==> src/include/dma_resp_consts.svh <==
//////////////////////////////////////////////////////////////////////
// DMA response path constants
// Flit width, ingress buffer depth, lane count, request-table size
// and the byte step between data words
//////////////////////////////////////////////////////////////////////

`ifndef DMA_RESP_CONSTS_SVH
`define DMA_RESP_CONSTS_SVH

// Two type bits above a 32-bit content word
`define DMA_RESP_FLIT_W 34

// Ingress buffer entries, equal to the sender's starting credits
`define DMA_RESP_FIFO_DEPTH 16

// Response lanes, each with its own memory port
`define DMA_RESP_LANES 2

// Request-table slots, sets the request id width
`define DMA_RESP_TABLE_ENTRIES 4

// Byte increment per written data word
`define DMA_RESP_ADDR_STEP 4

`endif

==> src/hw/dma_resp_pkg.sv <==
//////////////////////////////////////////////////////////////////////
// DMA response path types
// Flit and packet type codes, response header layout, flit content
// union, flit, done id and memory write request
//////////////////////////////////////////////////////////////////////

`include "dma_resp_consts.svh"

package dma_resp_pkg;

  // Flit type in the two top bits of every flit
  typedef enum logic [1:0] {
    FLIT_PAYLOAD = 2'b00,
    FLIT_HEADER  = 2'b01,
    FLIT_LAST    = 2'b10,
    FLIT_SINGLE  = 2'b11
  } flit_type_e;

  // Packet type in the header, only the two response codes are handled
  typedef enum logic [1:0] {
    PKT_RESERVED0 = 2'b00,
    PKT_RESERVED1 = 2'b01,
    PKT_L2R_RESP  = 2'b10,
    PKT_R2L_RESP  = 2'b11
  } pkt_type_e;

  // Request-table slot id
  typedef logic [$clog2(`DMA_RESP_TABLE_ENTRIES)-1:0] done_t;

  // Header word, packet type on top
  typedef struct packed {
    pkt_type_e pkt_type;
    done_t     req_id;
    logic      resp_last;
    logic [`DMA_RESP_FLIT_W-2-2-$bits(done_t)-1-1:0] rsvd;
  } resp_header_t;

  // Content word, header view or raw address/data view
  typedef union packed {
    resp_header_t                hdr;
    logic [`DMA_RESP_FLIT_W-3:0] word;
  } flit_content_u;

  typedef struct packed {
    flit_type_e    ftype;
    flit_content_u content;
  } flit_t;

  // Single-phase write, address and data together
  typedef struct packed {
    logic [31:0] addr;
    logic [31:0] wdata;
  } mem_req_t;

endpackage

==> src/hw/dma_resp_biu.sv <==
//////////////////////////////////////////////////////////////////////
// Response lane bus interface unit
// Header decode, size skip, start address load and one memory write
// per data flit, with slot completion strobe
//////////////////////////////////////////////////////////////////////

`timescale 1ns/1ns
`include "dma_resp_consts.svh"

module dma_resp_biu (
  input  logic                   clk,
  input  logic                   rst,
  input  dma_resp_pkg::flit_t    in_flit,
  input  logic                   in_valid,
  output logic                   in_ready,
  output logic                   mem_sel,
  output dma_resp_pkg::mem_req_t mem_req,
  input  logic                   mem_ready,
  output logic                   done_en,
  output dma_resp_pkg::done_t    done_id
);
  import dma_resp_pkg::*;

  typedef enum logic [1:0] {
    IDLE     = 2'b00,
    GET_SIZE = 2'b01,
    GET_ADDR = 2'b10,
    DATA     = 2'b11
  } state_e;

  state_e      state;
  state_e      nxt_state;
  logic [31:0] resp_addr;
  logic [31:0] nxt_resp_addr;
  done_t       resp_id;
  done_t       nxt_resp_id;
  logic        resp_last;
  logic        nxt_resp_last;

  // Packet end marker on the current flit
  logic in_end;

  assign in_end = (in_flit.ftype == FLIT_LAST) || (in_flit.ftype == FLIT_SINGLE);

  // Write port, address from the running counter, data from the raw view
  assign mem_req.addr  = resp_addr;
  assign mem_req.wdata = in_flit.content.word;

  //////////////////////////////////////////////////////////////////////
  // Parser FSM
  //////////////////////////////////////////////////////////////////////

  always_comb begin
    nxt_state     = state;
    nxt_resp_addr = resp_addr;
    nxt_resp_id   = resp_id;
    nxt_resp_last = resp_last;
    in_ready      = 1'b0;
    mem_sel       = 1'b0;
    done_en       = 1'b0;
    done_id       = resp_id;

    case (state)
      IDLE: begin
        // Everything is popped here, non-headers are dropped
        in_ready = 1'b1;
        if (in_valid && (in_flit.ftype == FLIT_HEADER || in_flit.ftype == FLIT_SINGLE)) begin
          if (in_flit.content.hdr.pkt_type == PKT_L2R_RESP) begin
            // No data follows, slot done at once
            done_en = 1'b1;
            done_id = in_flit.content.hdr.req_id;
          end else if (in_flit.content.hdr.pkt_type == PKT_R2L_RESP &&
                       in_flit.ftype == FLIT_HEADER) begin
            nxt_resp_id   = in_flit.content.hdr.req_id;
            nxt_resp_last = in_flit.content.hdr.resp_last;
            nxt_state     = GET_SIZE;
          end
        end
      end

      GET_SIZE: begin
        // Size word is not checked
        in_ready = 1'b1;
        if (in_valid) begin
          nxt_state = GET_ADDR;
        end
      end

      GET_ADDR: begin
        in_ready = 1'b1;
        if (in_valid) begin
          nxt_resp_addr = in_flit.content.word;
          if (in_end) begin
            // Packet without data words
            nxt_state = IDLE;
            done_en   = resp_last;
          end else begin
            nxt_state = DATA;
          end
        end
      end

      DATA: begin
        // Hold the request until the port accepts it
        mem_sel  = in_valid;
        in_ready = mem_ready;
        if (in_valid && mem_ready) begin
          nxt_resp_addr = resp_addr + 32'(`DMA_RESP_ADDR_STEP);
          if (in_end) begin
            nxt_state = IDLE;
            // Slot finishes only on the last packet of the response
            done_en   = resp_last;
          end
        end
      end

      default: begin
        nxt_state = IDLE;
      end
    endcase
  end

  always_ff @(posedge clk) begin
    if (rst) begin
      state     <= IDLE;
      resp_last <= 1'b0;
    end else begin
      state     <= nxt_state;
      resp_last <= nxt_resp_last;
    end
  end

  // Running write address and stored request id of the current packet
  always_ff @(posedge clk) begin
    resp_addr <= nxt_resp_addr;
    resp_id   <= nxt_resp_id;
  end

endmodule

==> config.mk <==
export PLATFORM = sky130hd
export DESIGN_NAME = dma_resp_biu
export DESIGN_NICKNAME = d
export VERILOG_FILES = /design/src/hw/dma_resp_pkg.sv /design/src/hw/dma_resp_biu.sv
export VERILOG_INCLUDE_DIRS = /design/src /design/src/include
export SDC_FILE = /design/constraint.sdc
export NUM_CORES = 1
export LEC_CHECK = 0
export BUFFER_PORTS_ARGS = -buffer_cell sky130_fd_sc_hd__buf_4
export CORE_AREA = 2 2 75 77
export CTS_CLUSTER_SIZE = 24
export DETAILED_ROUTE_END_ITERATION = 7
export DIE_AREA = 0 0 77 79
export PLACE_DENSITY = 0.77
export SYNTH_ARGS = -nofsm -noshare
export SYNTH_HDL_FRONTEND = slang
export SYNTH_SLANG_ARGS = --single-unit
==> constraint.sdc <==
create_clock -name clk -period 3.1 [get_ports clk]
set_input_delay 0.465 -clock clk [delete_from_list [all_inputs] [get_ports clk]]
set_output_delay 0.465 -clock clk [all_outputs]
set_load 0.05 [all_outputs]
### Yosys cells after proc, flatten, opt, wreduce, memory -nomap -nowiden

Cells that the tools add are included.
W data, S select, Z words.

* register bits after elaboration: 37
* latch bits: 0
* bits in writable memories: 0
* memory bits (read-only): 0
* input port bits: 38
* output and inout port bits: 69
* word-level logic and storage cells: 55
* memories kept: 0

* add/subtract/negate cells: 1
* multiply operators: 0
* divide/modulo/power cells: 0
* $lt $le $gt $ge: 0
* equality and inequality tests: 15
* shift operators: 0
* muxes and demuxes: 23
* bitwise operators: 1
* reduce and logical (&&, ||, !) cells: 11

Operators with widths (number)
* $mux W32: 2
* $pmux W32 S2: 1
* $add A32 B3 Y32 const B: 1
* $mux W2: 11
* $ne A2 B2 Y1 const B: 7
* $eq A2 B2 Y1 const B: 6
* $pmux W2 S4: 1
* $reduce_and A7 Y1: 1
* $mux W1: 6
* $eq A2 B1 Y1 const B: 2
* $reduce_and A4 Y1: 1
* $logic_and A1 B1 Y1: 3
* $pmux W1 S3: 1
* $reduce_and A3 Y1: 1
* $reduce_or A3 Y1: 1
* $logic_not A2 Y1: 1
* $logic_or A1 B1 Y1: 2
* $pmux W1 S2: 1
* $reduce_bool A2 Y1: 1
* $not A1 Y1: 1

### Longest topological paths before layout

* depth after elaboration: 6
* gate-level depth with buffers: 6
* gate-level depth less buffers: 5

### Least setup slack after synthesis

OpenSTA, ideal clock, no wires.

* path type: register to output
* start point: register state[1]
* end point: output port done_en
* arrival: 2.653 ns
* required time: 2.635 ns
* path slack: -0.018 ns
* cell stages (with the launch flop): 5
* path buffers: 1
* path through: dfxtp_1 clkbuf_1 nand2_1 a21oi_1 a31o_2

* longest elaborated chain between the ends: 2
* elaborated cells between the ends (all ways): 4
* classes of those cells: eq/ne: 2; mux: 1; reduce/logical: 1

RTL lines
* start: declaration: line dma_resp_biu.sv:31 `state_e state;`
* start signal: assignment: line dma_resp_biu.sv:128 `state <= nxt_state;`
* $eq A2 B2 Y1 / $logic_not A2 Y1 (equally long branches): line dma_resp_biu.sv:63 `case (state)`
* $pmux W1 S3 *: line dma_resp_biu.sv:63
* end: declaration: line dma_resp_biu.sv:19 `output logic done_en,`

Mark *: on every way between the ends. The rest lies on a longest branch, timed or not.

### Final worst setup path

* start point: register resp_addr[2]
* end point: register resp_addr[28], data pin

* longest elaborated chain between the ends: 3

RTL lines
* start: declaration: line dma_resp_biu.sv:33 `logic [31:0] resp_addr;`
* start signal: assignment: line dma_resp_biu.sv:135 `resp_addr <= nxt_resp_addr;`
* $add A32 B3 Y32: line dma_resp_biu.sv:108 `` nxt_resp_addr = resp_addr + 32'(`DMA_RESP_ADDR_STEP); ``
* $mux W32: line dma_resp_biu.sv:107 `if (in_valid && mem_ready) begin`
* $pmux W32 S2: line dma_resp_biu.sv:63
* via nxt_resp_addr[28]: line dma_resp_biu.sv:34 `logic [31:0] nxt_resp_addr;`

The timed path passes the listed nets, and every way through them passes these cells. The select of a mux whose other input is x is not followed.
A chain may end at the register's enable or synchronous reset.

==> results.txt <==
Outcome = complete, no violations
Io pins = 107
Sink Count = 37
CP bufs+invs = 0
Post-layout min period = 2430 ps
Final total power = 0.00107 W
Crit path cell chain = ha_1 > nand3_1 > or4_4 > or4_1 > a31oi_1
Finished layout cell area = 0.00309 sq mm
Unrepaired setup endpoints after global routing = no
Startpoint Class = register
Worst-margin pin slew = 847 ps
CP peak stage delay = 640 ps
Clk root buf = clkbuf_8
Fin. max-slew vios = 0
MaxCap Viol Count = 0
First-pass GRT wire length = 9140 microns
CTS Buf Count = 5
Vias = 2120
Syn_area_per_cell = 9.45 sq um
Drt total wl = 5600 microns
Synth cell types = 38
Antenna-violating nets left = 0
Placed Area = 0.00301 sq mm
Ys Warns = 0
# placed instances = 391
Setup crit end kind = register
# diodes = 0
H-tree depth = 2
Post-Syn Area = 0.00238 sq mm
Reg clk slew, reported paths = 70 ps
Synth Instances = 252
Die Ht = 79 microns
Largest net degree at the start of global routing = 34
Clock Latency Late Sink = 280 ps
Postcts setup bufs = 0
Top post-synthesis cells by area = edfxtp_1, buf_4, o21ai_0
1st-pass router iterations = 4
Initial Utilization = 44.6%
Hold-fix buffers, CTS = 0
WL per Instance = 14.0 microns
Register area share after synthesis = 45.4%
Area of the die = 0.00608 sq mm
Synth area leader = edfxtp_1
Rel. slew slack = 42.7%
# DRC = 0
HPWL Detailed = 4130 microns
Critical Path RT = 3230 ps
Top-count cell post-synth = edfxtp_1
Setup CP Type = register to register
Row cnt = 27
Die span in x = 77 microns
Final Hold Viols = 0
# nets final = 365
Final setup TNS = 0 ps
PD cells = 345 mW/mm^2
CP delay by family, top = simple AND/OR/NAND/NOR gates
PostCTS Resize Cnt = 0
Total track usage = 18.6%
Max VDD drop = 0.000209 V
Final period util = 78.3%
Post-synth EDFFs = 34
Pleak = 1.22 nW
Share of cells above drive strength 1 = 38.2%
Hold Crit Class = primary input to register
Antenna violations before repair = 0
Clock buffer depth = 2
FF+latch count, synth = 37
Vias per cell = 5.31
Fmax = 412 MHz
Setup Skew = 3.52 ps
List of most frequent post-synthesis cells = edfxtp_1, buf_4, nand2_1
Final setup viols = 0
Finished Layout Cells = 399
Share of the synthesized area in the top cell type = 42.9%
Synthesized Nets = 291
# port buffers = 106
Share of synthesized registers carrying an async set or reset = 0%
Vias in the first global route = 1950
Ys flop type = edfxtp_1
Crit-path slowest cell = or4_4
GPL Wtd Cong = 0.831
Max FO, Critical Path = 14
DRT iter0 DRCs = 71
Critical path arrival = 2550 ps
CTS tree = yes
Pre-CTS worst setup slack = 713 ps
Synth-to-Final Area Change = 30.0%
Core ar. = 0.00534 sq mm
Setup ws final = 672 ps
Overflow after GRT = 0
-- layer usage --
metal  wire [microns]  up-vias  track usage [%]  part of all wire [%]
li1                 -     1043                -                     -
met1             2450      989             23.5                    44
met2             2710       84             32.0                    48
met3              401        4             5.11                   7.2
met4               36        0             3.93                  0.64
met5                0        -                0                     0
-- through the flow --
step           util, %  hold WS [ps]
6_report          58.0           351
5_1_grt           58.0           342
4_1_cts           58.0           345
3_5_place_dp      56.5           491
3_3_place_gp      56.5           479
2_1_floorplan        -           461
-- state kept, by name, summed over array words and instances, names as in the netlist --
signal,flops
resp_id,2
state,2
resp_last,1
resp_addr,32
-- power by group --
| group | leakage (nW) | switching, W | internal, W | total [W] |
|---|---|---|---|---|
| clock | 0.0395 | 0.000164 | 0.000160 | 0.000324 |
| sequential | 0.330 | 0.00000239 | 0.000546 | 0.000548 |
| combinational | 0.848 | 0.000123 | 0.0000728 | 0.000196 |
-- kinds of logic after synthesis --
family / after synthesis / share of synthesized area, %
simple gates: 99 / 22.3
buf+inv: 50 / 13.3
compound gates: 48 / 12.0
flops: 37 / 45.4
xor+xnor: 14 / 5.15
mux: 3 / 1.37
fa+ha+maj: 1 / 0.525
-- worst paths after layout --
path                                    from       endpoint  slack (ps)  cells after the start
worst max register to register  resp_addr[2]  resp_addr[28]         670                      5
worst min-delay path                     rst      resp_last         350                      2
worst max-delay path            resp_addr[2]  resp_addr[28]         670                      5
worst min register to register     resp_last      resp_last         510                      2
-- final cells by class --
type | instances | area, sq um
tap | 72 | 90.1
multi-input combinational | 165 | 995
clock buffer | 8 | 80.1
sequential | 37 | 1080
fill | 505 | 2240
inverter | 8 | 30.0
timing repair buffer | 109 | 818
-- cell usage in the layout, fill, tap and decap left out, types with 7 or more instances in the layout --
| cell | instances |
|---|---|
| buf_4 | 109 |
| edfxtp_1 | 34 |
| nand2_1 | 29 |
| o21ai_0 | 24 |
| nor2_1 | 20 |
| a31oi_1 | 14 |
| xnor2_1 | 9 |
| inv_1 | 8 |
| nand3_1 | 8 |
| nand4_1 | 8 |
| or3_1 | 7 |
Note: power is estimated with default switching activity, not from simulation.
