## src/include/dma_resp_consts.svh

```systemverilog
//////////////////////////////////////////////////////////////////////
// DMA response path constants
// Flit width, ingress buffer depth, lane count, request-table size
// and the byte step between data words
//////////////////////////////////////////////////////////////////////

`ifndef DMA_RESP_CONSTS_SVH
`define DMA_RESP_CONSTS_SVH

// Two type bits above a 32-bit content word
`define DMA_RESP_FLIT_W 34

// Ingress buffer entries, equal to the sender's starting credits
`define DMA_RESP_FIFO_DEPTH 16

// Response lanes, each with its own memory port
`define DMA_RESP_LANES 2

// Request-table slots, sets the request id width
`define DMA_RESP_TABLE_ENTRIES 4

// Byte increment per written data word
`define DMA_RESP_ADDR_STEP 4

`endif

```

## src/hw/dma_resp_pkg.sv

```systemverilog
//////////////////////////////////////////////////////////////////////
// DMA response path types
// Flit and packet type codes, response header layout, flit content
// union, flit, done id and memory write request
//////////////////////////////////////////////////////////////////////

`include "dma_resp_consts.svh"

package dma_resp_pkg;

  // Flit type in the two top bits of every flit
  typedef enum logic [1:0] {
    FLIT_PAYLOAD = 2'b00,
    FLIT_HEADER  = 2'b01,
    FLIT_LAST    = 2'b10,
    FLIT_SINGLE  = 2'b11
  } flit_type_e;

  // Packet type in the header, only the two response codes are handled
  typedef enum logic [1:0] {
    PKT_RESERVED0 = 2'b00,
    PKT_RESERVED1 = 2'b01,
    PKT_L2R_RESP  = 2'b10,
    PKT_R2L_RESP  = 2'b11
  } pkt_type_e;

  // Request-table slot id
  typedef logic [$clog2(`DMA_RESP_TABLE_ENTRIES)-1:0] done_t;

  // Header word, packet type on top
  typedef struct packed {
    pkt_type_e pkt_type;
    done_t     req_id;
    logic      resp_last;
    logic [`DMA_RESP_FLIT_W-2-2-$bits(done_t)-1-1:0] rsvd;
  } resp_header_t;

  // Content word, header view or raw address/data view
  typedef union packed {
    resp_header_t                hdr;
    logic [`DMA_RESP_FLIT_W-3:0] word;
  } flit_content_u;

  typedef struct packed {
    flit_type_e    ftype;
    flit_content_u content;
  } flit_t;

  // Single-phase write, address and data together
  typedef struct packed {
    logic [31:0] addr;
    logic [31:0] wdata;
  } mem_req_t;

endpackage

```

## src/hw/dma_resp_ingress.sv

```systemverilog
//////////////////////////////////////////////////////////////////////
// Ingress flit buffer with credit return
// Registered input stage, circular buffer, per-packet lane steering
// by request id
//////////////////////////////////////////////////////////////////////

`timescale 1ns/1ns
`include "dma_resp_consts.svh"

module dma_resp_ingress (
  input  logic                        clk,
  input  logic                        rst,
  input  dma_resp_pkg::flit_t         noc_flit,
  input  logic                        noc_valid,
  output logic                        noc_credit,
  output dma_resp_pkg::flit_t         lane_flit,
  output logic [`DMA_RESP_LANES-1:0]  lane_valid,
  input  logic [`DMA_RESP_LANES-1:0]  lane_ready
);
  import dma_resp_pkg::*;

  localparam int PTR_W  = $clog2(`DMA_RESP_FIFO_DEPTH);
  localparam int LANE_W = $clog2(`DMA_RESP_LANES);

  // Buffer storage and pointers
  flit_t            buf_mem [`DMA_RESP_FIFO_DEPTH];
  logic [PTR_W-1:0] wr_ptr;
  logic [PTR_W-1:0] rd_ptr;
  logic [PTR_W:0]   count;

  // Input register, one cycle ahead of the buffer write
  flit_t in_q;
  logic  in_q_valid;

  // Head and steering
  logic              head_valid;
  logic              head_end;
  logic [LANE_W-1:0] head_lane;
  logic [LANE_W-1:0] cur_lane;
  logic [LANE_W-1:0] owner_q;
  logic              owned_q;
  logic              pop;

  //////////////////////////////////////////////////////////////////////
  // Head of buffer and lane select
  //////////////////////////////////////////////////////////////////////

  assign lane_flit  = buf_mem[rd_ptr];
  assign head_valid = (count != '0);
  assign head_end   = (lane_flit.ftype == FLIT_LAST) || (lane_flit.ftype == FLIT_SINGLE);

  // Lane from the header at the head, owner holds it for the rest
  assign head_lane = LANE_W'(lane_flit.content.hdr.req_id % `DMA_RESP_LANES);
  assign cur_lane  = owned_q ? owner_q : head_lane;

  always_comb begin
    for (int i = 0; i < `DMA_RESP_LANES; i++) begin
      lane_valid[i] = head_valid && (cur_lane == LANE_W'(i));
    end
  end

  assign pop = head_valid && lane_ready[cur_lane];

  //////////////////////////////////////////////////////////////////////
  // Registers
  //////////////////////////////////////////////////////////////////////

  always_ff @(posedge clk) begin
    in_q <= noc_flit;
    if (in_q_valid) begin
      buf_mem[wr_ptr] <= in_q;
    end
  end

  always_ff @(posedge clk) begin
    if (rst) begin
      in_q_valid <= 1'b0;
      wr_ptr     <= '0;
      rd_ptr     <= '0;
      count      <= '0;
      owned_q    <= 1'b0;
      owner_q    <= '0;
      noc_credit <= 1'b0;
    end else begin
      // No room check, the sender never overruns its credits
      in_q_valid <= noc_valid;
      if (in_q_valid) begin
        wr_ptr <= (wr_ptr == PTR_W'(`DMA_RESP_FIFO_DEPTH - 1)) ? '0 : wr_ptr + 1'b1;
      end
      if (pop) begin
        rd_ptr <= (rd_ptr == PTR_W'(`DMA_RESP_FIFO_DEPTH - 1)) ? '0 : rd_ptr + 1'b1;
      end
      count <= count + (PTR_W + 1)'(in_q_valid) - (PTR_W + 1)'(pop);

      // Owner taken on the header pop, dropped on the packet end
      if (pop) begin
        if (head_end) begin
          owned_q <= 1'b0;
        end else if (!owned_q) begin
          owned_q <= 1'b1;
          owner_q <= cur_lane;
        end
      end

      // One credit back per pop
      noc_credit <= pop;
    end
  end

endmodule

```

## config.mk

```make
export PLATFORM = sky130hd
export DESIGN_NAME = dma_resp_ingress
export DESIGN_NICKNAME = d
export VERILOG_FILES = /design/src/hw/dma_resp_pkg.sv /design/src/hw/dma_resp_ingress.sv
export VERILOG_INCLUDE_DIRS = /design/src /design/src/include
export SDC_FILE = /design/constraint.sdc
export NUM_CORES = 1
export LEC_CHECK = 0
export ABC_AREA = 0
export BUFFER_PORTS_ARGS = -buffer_cell sky130_fd_sc_hd__buf_2
export CAP_MARGIN = 10
export CORE_MARGIN = 4
export CORE_UTILIZATION = 55
export CTS_CLUSTER_SIZE = 40
export DETAILED_ROUTE_END_ITERATION = 10
export GPL_TIMING_DRIVEN = 0
export PLACE_DENSITY = 0.72
export REMOVE_ABC_BUFFERS = 1
export SETUP_SLACK_MARGIN = 0.15
export SLEW_MARGIN = 20
export SYNTH_ARGS = -nofsm -noshare
export SYNTH_HDL_FRONTEND = slang
export SYNTH_SLANG_ARGS = --single-unit
```

## constraint.sdc

```tcl
create_clock -name clk -period 3.6 [get_ports clk]
set_input_delay 0 -clock clk [delete_from_list [all_inputs] [get_ports clk]]
set_output_delay 0 -clock clk [all_outputs]
set_load 0.005 [all_outputs]
```

-- Word level (Yosys, flattened, before mapping)
Memories as Yosys holds them, arrays and structs flattened. A register that Yosys moved wholly into a read port is not among the register bits.
Cells that the tools add are included.
W data, S select, Z words.
- bits in registers: 51
- bits in latches: 0
- memory bits (writable): 544
- ROM bits: 0
- input bits: 39
- logic and storage cells: 38
- memories: 1
- add/sub/neg operators: 4
- $mul: 0
- div/mod/pow operators: 0
- magnitude comparators: 1
- equal/unequal tests: 4
- shift operators: 0
- mux-type cells: 10
- bitwise logic cells: 3
- reductions and logical operators: 6
- memory list (memory ; words ; width ; read ports ; clocked after Yosys merged registers in ; wr ports ; RTL line ; RTL):
    buf_mem ; 16 ; 34 ; 1 ; 1 ; 1 ; dma_resp_ingress.sv:26 ; flit_t buf_mem [`DMA_RESP_FIFO_DEPTH];
- operators by type and width (kind ; count):
    $mux W4 ; 4
    $add A4 B1 Y4 const B ; 2
    $eq A4 B4 Y1 const B ; 2
    $mux W1 ; 6
    $add A5 B1 Y5 ; 1
    $reduce_bool A5 Y1 ; 1
    $sub A5 B1 Y5 ; 1
    $eq A2 B2 Y1 const B ; 2
    $logic_and A1 B1 Y1 ; 3
    $not A1 Y1 ; 3
    $reduce_and A3 Y1 ; 1
    $lt A1 B2 Y1 const B ; 1
    $logic_or A1 B1 Y1 ; 1

-- Logic depth before layout (Yosys ltp)
Gate-level depths: netlist (run 1).
- depth after elaboration: 6
- gate-level depth with buffers: 15

-- Least setup slack after synthesis (run 1)
Ideal clock, no wire load.
- path type: register -> register
- from: register (tool-made name)
- to: register count[4]
- arrival time: 3.121 ns
- data required time: 3.530 ns
- path slack: 0.409 ns
- cell stages (with the launch flop): 15
- buffers on the path: 1
- clock period less this slack: 3.191 ns
- cells stage by stage: dfxtp_1 buf_6 mux4_2 mux2i_4 o32ai_4 nor2_4 inv_1 ha_1 inv_1 ha_1 fa_1 a21oi_1 nor2_1 or3_1 a21oi_1
- RTL lines (what ; RTL line ; RTL):
    end signal: assignment ; dma_resp_ingress.sv:93 ; count <= count + (PTR_W + 1)'(in_q_valid) - (PTR_W + 1)'(pop);
    end: declaration ; dma_resp_ingress.sv:29 ; logic [PTR_W:0] count;

==> summary.txt, run 1 <==
Die
  – Die Span Y: 209 um
  – Full die area: 43800 um^2
  – Initial core utilization: 55.8%
  – Io pins: 76
  – Core Area: 39900 um^2
  – Die Wd: 209 um
  – Row count: 73

Route
  – DRT antenna net count: 0
  – Routed WL: 44000 um
  – Drt pass-1 iters: 5
  – Starting DRT DRC Count: 940
  – DRC viols: 0
  – Vias: 9920
  – Drt via density: 5.96
  – DR WL/cell: 26.4 um

Power and ir drop
  – Power per cell area: 664 nW/um^2
  – Clk pwr share: 34.1%
  – Pleak: 8.32 nW
  – Internal Power: 13.2 mW
  – Switch share: 23.6%
  – Maximum VDD drop: 0.493 mV
  – Psw: 4.06 mW
  – Pwr Total: 17.2 mW
  – Seq pwr share: 45.5%
  – Logic pwr share: 20.4%

Final layout
  – ANT cells: 0
  – Fin cells: 1665
  – Post-route cell area: 26000 um^2
  – Synthesis-to-finish area growth: 16.6%
  – Nets@finish: 1142
  – Finished Core Util: 65.1%
  – Share of cells above drive strength 1: 33.6%

GRT
  – Antenna violations before repair: 0
  – Largest net degree at the start of global routing: 48
  – First-pass GRT wire length: 65900 um
  – Gr usage total: 20.5%
  – Vias in the first global route: 10300
  – Overflow after GRT: 0

Hold path
  – Hold Crit Class: input port to flop

Worst setup path
  – Capturing point of the worst reg2reg path: count[4]
  – Flop2flop setup slack: 290 ps
  – CP Capture Point: count[4]
  – CP bufs+invs: 3
  – Worst Path Arrival: 3850 ps
  – CP max FO: 12
  – Crit Path Class: flop to flop
  – Path depth of the worst reg2reg path: 14
  – Crit path cell chain: buf_12 -> mux4_2 -> mux2i_4 -> o32ai_4 -> nor2_4 -> inv_1 -> ha_1 -> inv_1 -> ha_1 -> fa_2 -> a21oi_2 -> nor2_1 -> or3_1 -> a21oi_1
  – Critical Path Max Stage Delay: 550 ps
  – Crit. End Element: flop
  – Top delay family on crit path: adder cells
  – Startpoint types: flop
  – CP max stage cell: mux4_2
  – WP data required: 4140 ps
  – Crit. path cell count: 14

STA
  – Slew Limit Fails: 0
  – Period utilization: 91.9%
  – F_max: 0.302 GHz
  – Clk_skew: 20.0 ps
  – Minimum clock period: 3310 ps
  – RSZ-0062 raised after global routing: no
  – Relative slew margins: 49.5%
  – Final hold violation count: 0
  – Setup Viol. Count Final: 0
  – Worst Max-Slew Pin Slew: 758 ps

CTS
  – Worst-Skew Late Latency: 600 ps
  – Clock Tree Root: clkbuf_16
  – Worst-path clk slew: 60 ps
  – H-Tree Depth: 2
  – CTS tree: yes
  – Clk buf depth: 3
  – Number of clock buffers inserted by TritonCTS: 57
  – CTS sink cnt: 599

Yosys
  – Area leader, netlist: edfxtp_1
  – Synth Instances: 925
  – Post-synth top cells: edfxtp_1 (544), mux4_2 (168), dfxtp_1 (55)
  – Syn Area/Cell: 24.1 um^2
  – Largest family of logic cells by synthesized area: multiplexers
  – Simple-Gate Fraction of Synth Area: 1.27%
  – Ys async rst share: 0%
  – Adder-cell area share of the yosys netlist: 0.708%
  – Synth Area in Compound Gates: 1.02%
  – Fraction of the yosys area taken by sequential cells: 78.3%
  – Area contributors post-synth: edfxtp_1 (73%), mux4_2 (17%), dfxtp_1 (4.9%), ha_1 (0.62%), and2_1 (0.45%)
  – Top_reg_cell synth: edfxtp_1
  – Synth Cell Area: 22300 um^2
  – Most frequent cell after synthesis: edfxtp_1
  – Synth top area share: 73.4%
  – Post-synth EDFFs: 544
  – Ys Warns: 0
  – Post-Synth XOR/XNOR Area: 0.157%
  – Synth Register Bits: 599
  – Distinct cells, synth: 44
  – Portion of netlist area occupied by mux cells: 17.5%

Placement
  – Post-place instance area: 23400 um^2
  – # placed instances: 1495
  – GPL Wtd Cong: 0.695
  – Port Buffers: 75
  – Detailed Place HPWL: 20800 um

Outcome
  – Status: completed

Run
  – Max-cap viol count: 0
==> flip-flops by register name (all words and copies together) (netlist names), named ones only <==
name / flops
buf_mem: 544
in_q: 34
count: 5
rd_ptr: 4
wr_ptr: 4
in_q_valid: 1
noc_credit: 1
owned_q: 1
owner_q: 1
==> cells by family after synthesis <==
kind of cell | count (synthesis)
mux | 176
compound gates | 29
xor+xnor | 4
flops | 599
simple gates | 50
buf+inv | 55
fa+ha+maj | 12
==> placed cells by master (no fill, tap or decap), types with 3 or more instances in the layout <==
master / count
a211oi_1: 4
a21o_1: 3
a21oi_1: 8
and2_4: 16
buf_12: 8
buf_16: 5
buf_2: 75
buf_4: 9
bufinv_16: 5
clkbuf_1: 11
clkbuf_16: 59
clkbuf_8: 4
clkinv_1: 11
clkinv_2: 14
clkinvlp_4: 3
dfxtp_1: 52
dfxtp_4: 3
dlygate4sd3_1: 49
edfxtp_1: 544
ha_1: 11
inv_1: 12
mux2i_1: 6
mux4_2: 168
nand2_1: 6
nand2b_1: 3
nor2_1: 11
nor2b_1: 4
o21ai_0: 3
==> power by group through the flow <==
stage | clock network (mW) | registers (mW) | logic [mW]
3_3_place_gp | 0 | 8.41 | 2.22
3_5_place_dp | 0 | 8.12 | 3.17
4_1_cts | 5.99 | 7.85 | 3.55
5_1_grt | 6.32 | 7.87 | 3.79
6_report | 5.88 | 7.85 | 3.51
2_1_floorplan | 0 | 8.30 | 2.00
==> cell type report <==
| cell class | count | area (um^2) |
|---|---|---|
| flip-flops and latches | 599 | 17400 |
| fillers | 2532 | 13900 |
| inverters | 13 | 51.3 |
| clock buffers | 74 | 1570 |
| clock inverters | 34 | 293 |
| repair buffers | 149 | 1310 |
| multi-input cells | 271 | 4650 |
| well taps | 525 | 657 |
==> through the flow <==
stage / TNS (ps) / hold slack, ps / setup WS [ps]
after detailed placement: -671 / 104 / -551
after global routing: 0 / 12.2 / 164
after global placement: -312380 / 103 / -7810
final: 0 / 30.7 / 291
after CTS: 0 / 2.43 / 177
after floorplan: -176310 / 27.7 / -5030
==> per-layer routing <==
| layer | routed length, um | track usage [%] |
|---|---|---|
| met3 | 2710 | 3.09 |
| met5 | 0 | 0 |
| met1 | 17300 | 28.7 |
| met2 | 23100 | 34.5 |
| met4 | 947 | 5.85 |
==> what timing repair did <==
| action | CTS | global route |
|---|---|---|
| setup buffers | 9 | 2 |
| pin swaps | 1 | 0 |
| endpoints found under the hold margin | 55 | 0 |
| endpoints found under the setup margin | 4 | 1 |
| gates cloned | 2 | 0 |
| hold buffers | 49 | 0 |
| resized for setup | 1 | 2 |
==> worst min-delay path by stage <==
stage | start | to | slack, ps | cells past startpoint
6_report | noc_flit[5] | in_q[5] | 30 | 2
5_1_grt | noc_flit[5] | in_q[5] | 10 | 2
4_1_cts | noc_flit[10] | in_q[10] | 2 | 2
3_5_place_dp | noc_flit[10] | in_q[10] | 100 | 1
3_3_place_gp | noc_flit[25] | in_q[25] | 100 | 1
2_1_floorplan | noc_flit[0] | in_q[0] | 30 | 0
Power figures use the tool's default switching activity.
==> run 2: changes to the inputs <==
--- a/config.mk
+++ b/config.mk
@@ -14,7 +14,7 @@
 export CTS_CLUSTER_SIZE = 40
 export DETAILED_ROUTE_END_ITERATION = 10
 export GPL_TIMING_DRIVEN = 0
-export PLACE_DENSITY = 0.72
+export PLACE_DENSITY = 0.75
 export REMOVE_ABC_BUFFERS = 1
 export SETUP_SLACK_MARGIN = 0.15
 export SLEW_MARGIN = 20
==> constraint.sdc (replaced) <==
create_clock -name clk -period 3 [get_ports clk]
set_input_delay 0 -clock clk [delete_from_list [all_inputs] [get_ports clk]]
set_output_delay 0 -clock clk [all_outputs]
set_load 0.005 [all_outputs]
==> summary.txt, run 2 (synthesis results as in run 1) <==
Hold path
  – Hold Crit Class: input port to flop
  – Hold Path Stages: 2
  – Hold path endpoint: in_q[28]
  – HP Start: noc_flit[28]

CTS
  – Clock Tree Root: clkbuf_16
  – Number of clock buffers inserted by TritonCTS: 56
  – CTS tree: yes
  – Clk buf depth: 3
  – Worst-Skew Late Latency: 600 ps
  – CTS sink cnt: 599
  – H-Tree Depth: 2
  – Worst-path clk slew: 70 ps

Route
  – Drt via density: 6.07
  – Routed WL: 46200 um
  – Drt pass-1 iters: 5
  – DRT antenna net count: 0
  – DR WL/cell: 27.7 um
  – DRC viols: 0
  – Starting DRT DRC Count: 1113
  – Vias: 10100

Power and ir drop
  – Switch share: 24.1%
  – Power per cell area: 811 nW/um^2
  – Seq pwr share: 44.6%
  – Clk pwr share: 33.5%
  – Logic pwr share: 21.9%
  – Pleak: 8.36 nW
  – Internal Power: 16.0 mW
  – Maximum VDD drop: 0.492 mV
  – Psw: 5.09 mW

GRT
  – Gr usage total: 21.2%
  – Overflow after GRT: 0
  – Vias in the first global route: 10800
  – Antenna violations before repair: 0
  – First-pass GRT wire length: 68400 um
  – Largest net degree at the start of global routing: 50

Worst setup path
  – CP max FO: 4
  – Path depth of the worst reg2reg path: 13
  – WP data required: 3540 ps
  – Flop2flop setup slack: -90 ps
  – Capturing point of the worst reg2reg path: count[4]
  – Crit. End Element: flop
  – Startpoint types: flop
  – Crit Path Class: flop to flop
  – Worst Path Arrival: 3630 ps

STA
  – Slew Limit Fails: 0
  – Fin worst setup slack: -93.6 ps
  – Final hold violation count: 0
  – Clk_skew: 18.0 ps
  – Setup Viol. Count Final: 1
  – Relative slew margins: 49.7%
  – RSZ-0062 raised after global routing: yes
  – Worst Max-Slew Pin Slew: 754 ps
  – Period utilization: 103%
  – F_max: 0.323 GHz
  – Minimum clock period: 3090 ps

Final layout
  – ANT cells: 0
  – Share of cells above drive strength 1: 35.0%
  – Top flop regs: buf_mem x544, in_q x34, count x5
  – Register Area: 17400 um^2
  – Fill cell count: 2457
  – Commonest non-fill, non-tap cell in the layout: edfxtp_1
  – Nets@finish: 1143
  – Most frequent cells in the layout: edfxtp_1 (544), mux4_2 (168), buf_2 (75)
  – Finished Core Util: 65.2%
  – Synthesis-to-finish area growth: 16.9%
  – Largest register by flop count: buf_mem
  – Post-route cell area: 26000 um^2
  – Max FFs per register: 544
  – Area of the multi-input gates: 4680 um^2

Placement
  – Detailed Place HPWL: 20900 um
  – GPL Wtd Cong: 0.706
  – Post-place instance area: 23400 um^2
  – Port Buffers: 75

Outcome
  – Failing checks: negative setup slack
  – Status: finished with violations

Run
  – Max-cap viol count: 0

Die
  – Full die area: 43800 um^2
  – Die Wd: 209 um
  – Core Area: 39900 um^2
  – Die Span Y: 209 um
  – Io pins: 76
  – Row count: 73
  – Initial core utilization: 55.8%
run 2: worst max-delay path by stage:
stage	end	from	cells past startpoint
floorplan	count[4]	flop	13
global placement	count[4]	flop	13
detailed placement	count[4]	flop	14
CTS	count[4]	flop	14
global route	count[4]	flop	13
finish	count[4]	flop	13
run 2: power groups by stage:
stage	Sequential, mW	Combinational (mW)	Clock, mW
floorplan	9.90	2.17	0
global placement	10.0	2.43	0
detailed placement	9.68	3.89	0
CTS	9.42	4.53	7.14
global route	9.44	4.94	7.52
finish	9.42	4.62	7.07
run 2: worst max-delay path, cell delays in order (launching register included):
cell and delay, ps:
dfxtp_4 390, mux4_2 570, mux2i_4 260, o32ai_4 150
nor2_4 160, inv_2 70, ha_4 260, inv_2 30
ha_4 150, fa_2 340, a21oi_2 120, nor2_1 50
or3_1 350, a21oi_2 110
run 2: layout make-up:
cell class / instances / area share, %
Tap cell: 525 / 2.52
Inverter: 13 / 0.197
Multi-Input combinational cell: 271 / 18.0
Clock inverter: 34 / 1.04
Clock buffer: 72 / 6.08
Sequential cell: 599 / 67.0
Timing Repair Buffer: 151 / 5.17
run 2: stage by stage:
step / hold WS [ps] / TNS [ps] / power (mW) / std cells / setup WS (ps)
6_report: 29.8 / -93.6 / 21.1 / 1665 / -93.6
5_1_grt: 19.5 / -240 / 21.9 / 1665 / -203
3_3_place_gp: 105 / -366400 / 12.4 / 1483 / -8340
4_1_cts: 2.49 / -9.46 / 21.1 / 1660 / -9.46
3_5_place_dp: 104 / -2400 / 13.6 / 1492 / -935
2_1_floorplan: 27.7 / -207510 / 12.1 / 883 / -5630
run 2: what timing repair did:
item,4_1_cts,5_1_grt
endpoints found under the hold margin,55,0
endpoints found under the setup margin,31,13
buffers inserted,17,3
resized for setup,13,5
hold buffers,42,0
pin swaps,5,1
gates cloned,3,2
run 2: layer usage:
layer	share of wire [%]	GRT usage, %
met5	0	0
met1	40	30.0
met3	6.4	2.82
met2	52	35.6
met4	1.8	5.60
==> run 3: changes to the inputs <==
--- a/config.mk
+++ b/config.mk
@@ -9,7 +9,6 @@
 export ABC_AREA = 0
 export BUFFER_PORTS_ARGS = -buffer_cell sky130_fd_sc_hd__buf_2
 export CAP_MARGIN = 10
-export CORE_MARGIN = 4
 export CORE_UTILIZATION = 55
 export CTS_CLUSTER_SIZE = 40
 export DETAILED_ROUTE_END_ITERATION = 10
==> summary.txt, run 3 (synthesis results as in run 1) <==
Die
  – Die Span Y: 203 um
  – Row count: 73
  – Io pins: 76
  – Die Wd: 203 um
  – Initial core utilization: 55.9%
  – Full die area: 41300 um^2
  – Core Area: 39800 um^2

CTS
  – CTS sink cnt: 599
  – Clock Tree Root: clkbuf_16
  – Worst-Skew Late Latency: 590 ps
  – Worst-path clk slew: 60 ps
  – H-Tree Depth: 2
  – Clk buf depth: 3
  – CTS tree: yes
  – Number of clock buffers inserted by TritonCTS: 57

STA
  – Clk_skew: 14.9 ps
  – F_max: 0.323 GHz
  – Worst Max-Slew Pin Slew: 786 ps
  – Hold Slack: 43.3 ps
  – Fin worst setup slack: -97.6 ps
  – Relative slew margins: 47.6%
  – Slew Limit Fails: 0
  – Setup Viol. Count Final: 1
  – RSZ-0062 raised after global routing: yes
  – Final hold violation count: 0
  – Minimum clock period: 3100 ps
  – Period utilization: 103%

Route
  – DR WL met2: 25400 um
  – Routed WL: 47700 um
  – DRT antenna net count: 0
  – Drt via density: 6.11
  – DR WL/cell: 28.6 um
  – WL met1: 18000 um
  – DRC viols: 0
  – Drt pass-1 iters: 5
  – Starting DRT DRC Count: 871
  – Highest routed layer: met4
  – Routed wl met3: 3010 um
  – Vias: 10200

Run
  – Max-cap viol count: 0

Worst setup path
  – Critical Path Max Stage Delay: 530 ps
  – Top delay family on crit path: multiplexers
  – Crit Path Class: flop to flop
  – WP data required: 3510 ps
  – CP bufs+invs: 3
  – Worst Path Arrival: 3610 ps
  – Crit path cell chain: buf_16 -> mux4_2 -> mux2i_4 -> o32ai_4 -> nor2_4 -> inv_2 -> ha_4 -> inv_2 -> ha_4 -> fa_2 -> a21oi_2 -> nor2_1 -> or3_1 -> a21oi_1
  – Path depth of the worst reg2reg path: 14
  – Startpoint types: flop
  – Crit. End Element: flop
  – CP max stage cell: mux4_2
  – Crit. path cell count: 14
  – CP max FO: 4

GRT
  – Vias in the first global route: 10600
  – Antenna violations before repair: 1
  – Overflow after GRT: 0
  – First-pass GRT wire length: 68000 um
  – Largest net degree at the start of global routing: 50
  – Gr usage total: 23.3%

Power and ir drop
  – Pleak: 8.44 nW
  – Maximum VDD drop: 0.554 mV
  – Power per cell area: 821 nW/um^2

Hold path
  – Hold Crit Class: input port to flop
  – Hold Path Stages: 2

Outcome
  – Failing checks: negative setup slack
  – Status: finished with violations

Final layout
  – Top flop regs: buf_mem x544, in_q x34, count x5
  – Max FFs per register: 544
  – Nets@finish: 1147
  – Largest register by flop count: buf_mem
  – Fin cells: 1669
  – Register Area: 17400 um^2
  – Synthesis-to-finish area growth: 17.7%
  – Finished Core Util: 65.8%
  – Most frequent cells in the layout: edfxtp_1 (544), mux4_2 (168), buf_2 (69)
  – Fill cell count: 2490
  – ANT cells: 0
  – Share of cells above drive strength 1: 35.8%
  – Commonest non-fill, non-tap cell in the layout: edfxtp_1
  – Area of the multi-input gates: 4690 um^2

Placement
  – Port Buffers: 75
  – Pre-CTS setup slack: -966 ps
  – Detailed Place HPWL: 20600 um
  – GPL Wtd Cong: 0.719
  – # placed instances: 1492
run 3: cell types whose count changed in the layout (fill, tap and decap cells not counted), moves of 3 or more:
cell / change
buf_6: +6
clkbuf_1: -3
buf_4: +4
buf_2: -6
clkinv_2: -5
dlygate4sd3_1: -3
run 3: worst reg2reg max path, cell delays in order (launching register included):
cell and delay (ps):
dfxtp_4 370, buf_16 110, mux4_2 530, mux2i_4 250, o32ai_4 130, nor2_4 110
inv_2 60, ha_4 260, inv_2 40, ha_4 150, fa_2 350, a21oi_2 140
nor2_1 70, or3_1 340, a21oi_1 130
run 3: power by group:
part | internal (mW) | switching, mW
combinational | 2.80 | 1.96
sequential | 9.23 | 0.185
clock | 4.31 | 3.03
total | 16.3 | 5.17
run 3: layout make-up:
cell class                 instances  area share [%]
sequential                       599            66.6
clock buffer                      71            6.15
inverter                          13           0.196
tap                              525            2.51
multi-input combinational        271            17.9
timing repair buffer             154            5.46
clock inverter                    36            1.26
run 3: path summary, 6_finish.rpt:
path,startpoint,end,slack [ps]
setup reg to reg,flop,count[4],-100
hold / removal,noc_flit[29],in_q[29],40
hold reg to reg,rd_ptr[2],flop,500
setup / recovery,flop,count[4],-100
run 3: metal layers:
metal	vias to the layer above	GRT usage (%)
li1	4260	-
met1	5384	30.0
met2	462	40.5
met3	86	3.74
met4	0	8.06
met5	-	0
run 3: metrics by stage:
step	setup TNS, ps	power, mW	cell area (um^2)
finish	-97.6	21.5	26200
floorplan	-207510	12.1	22100
detailed placement	-2450	13.5	23400
global placement	-376530	12.4	23100
CTS	-28.5	21.2	26000
global route	-193	22.2	26200
run 3: repair_timing:
item / CTS / global route
buffers inserted: 19 / 5
cloned: 3 / 4
setup endpoints to repair: 26 / 27
gates resized for setup: 14 / 13
hold buffers: 39 / 0
pin swaps: 5 / 2
hold endpoints to repair: 55 / 0
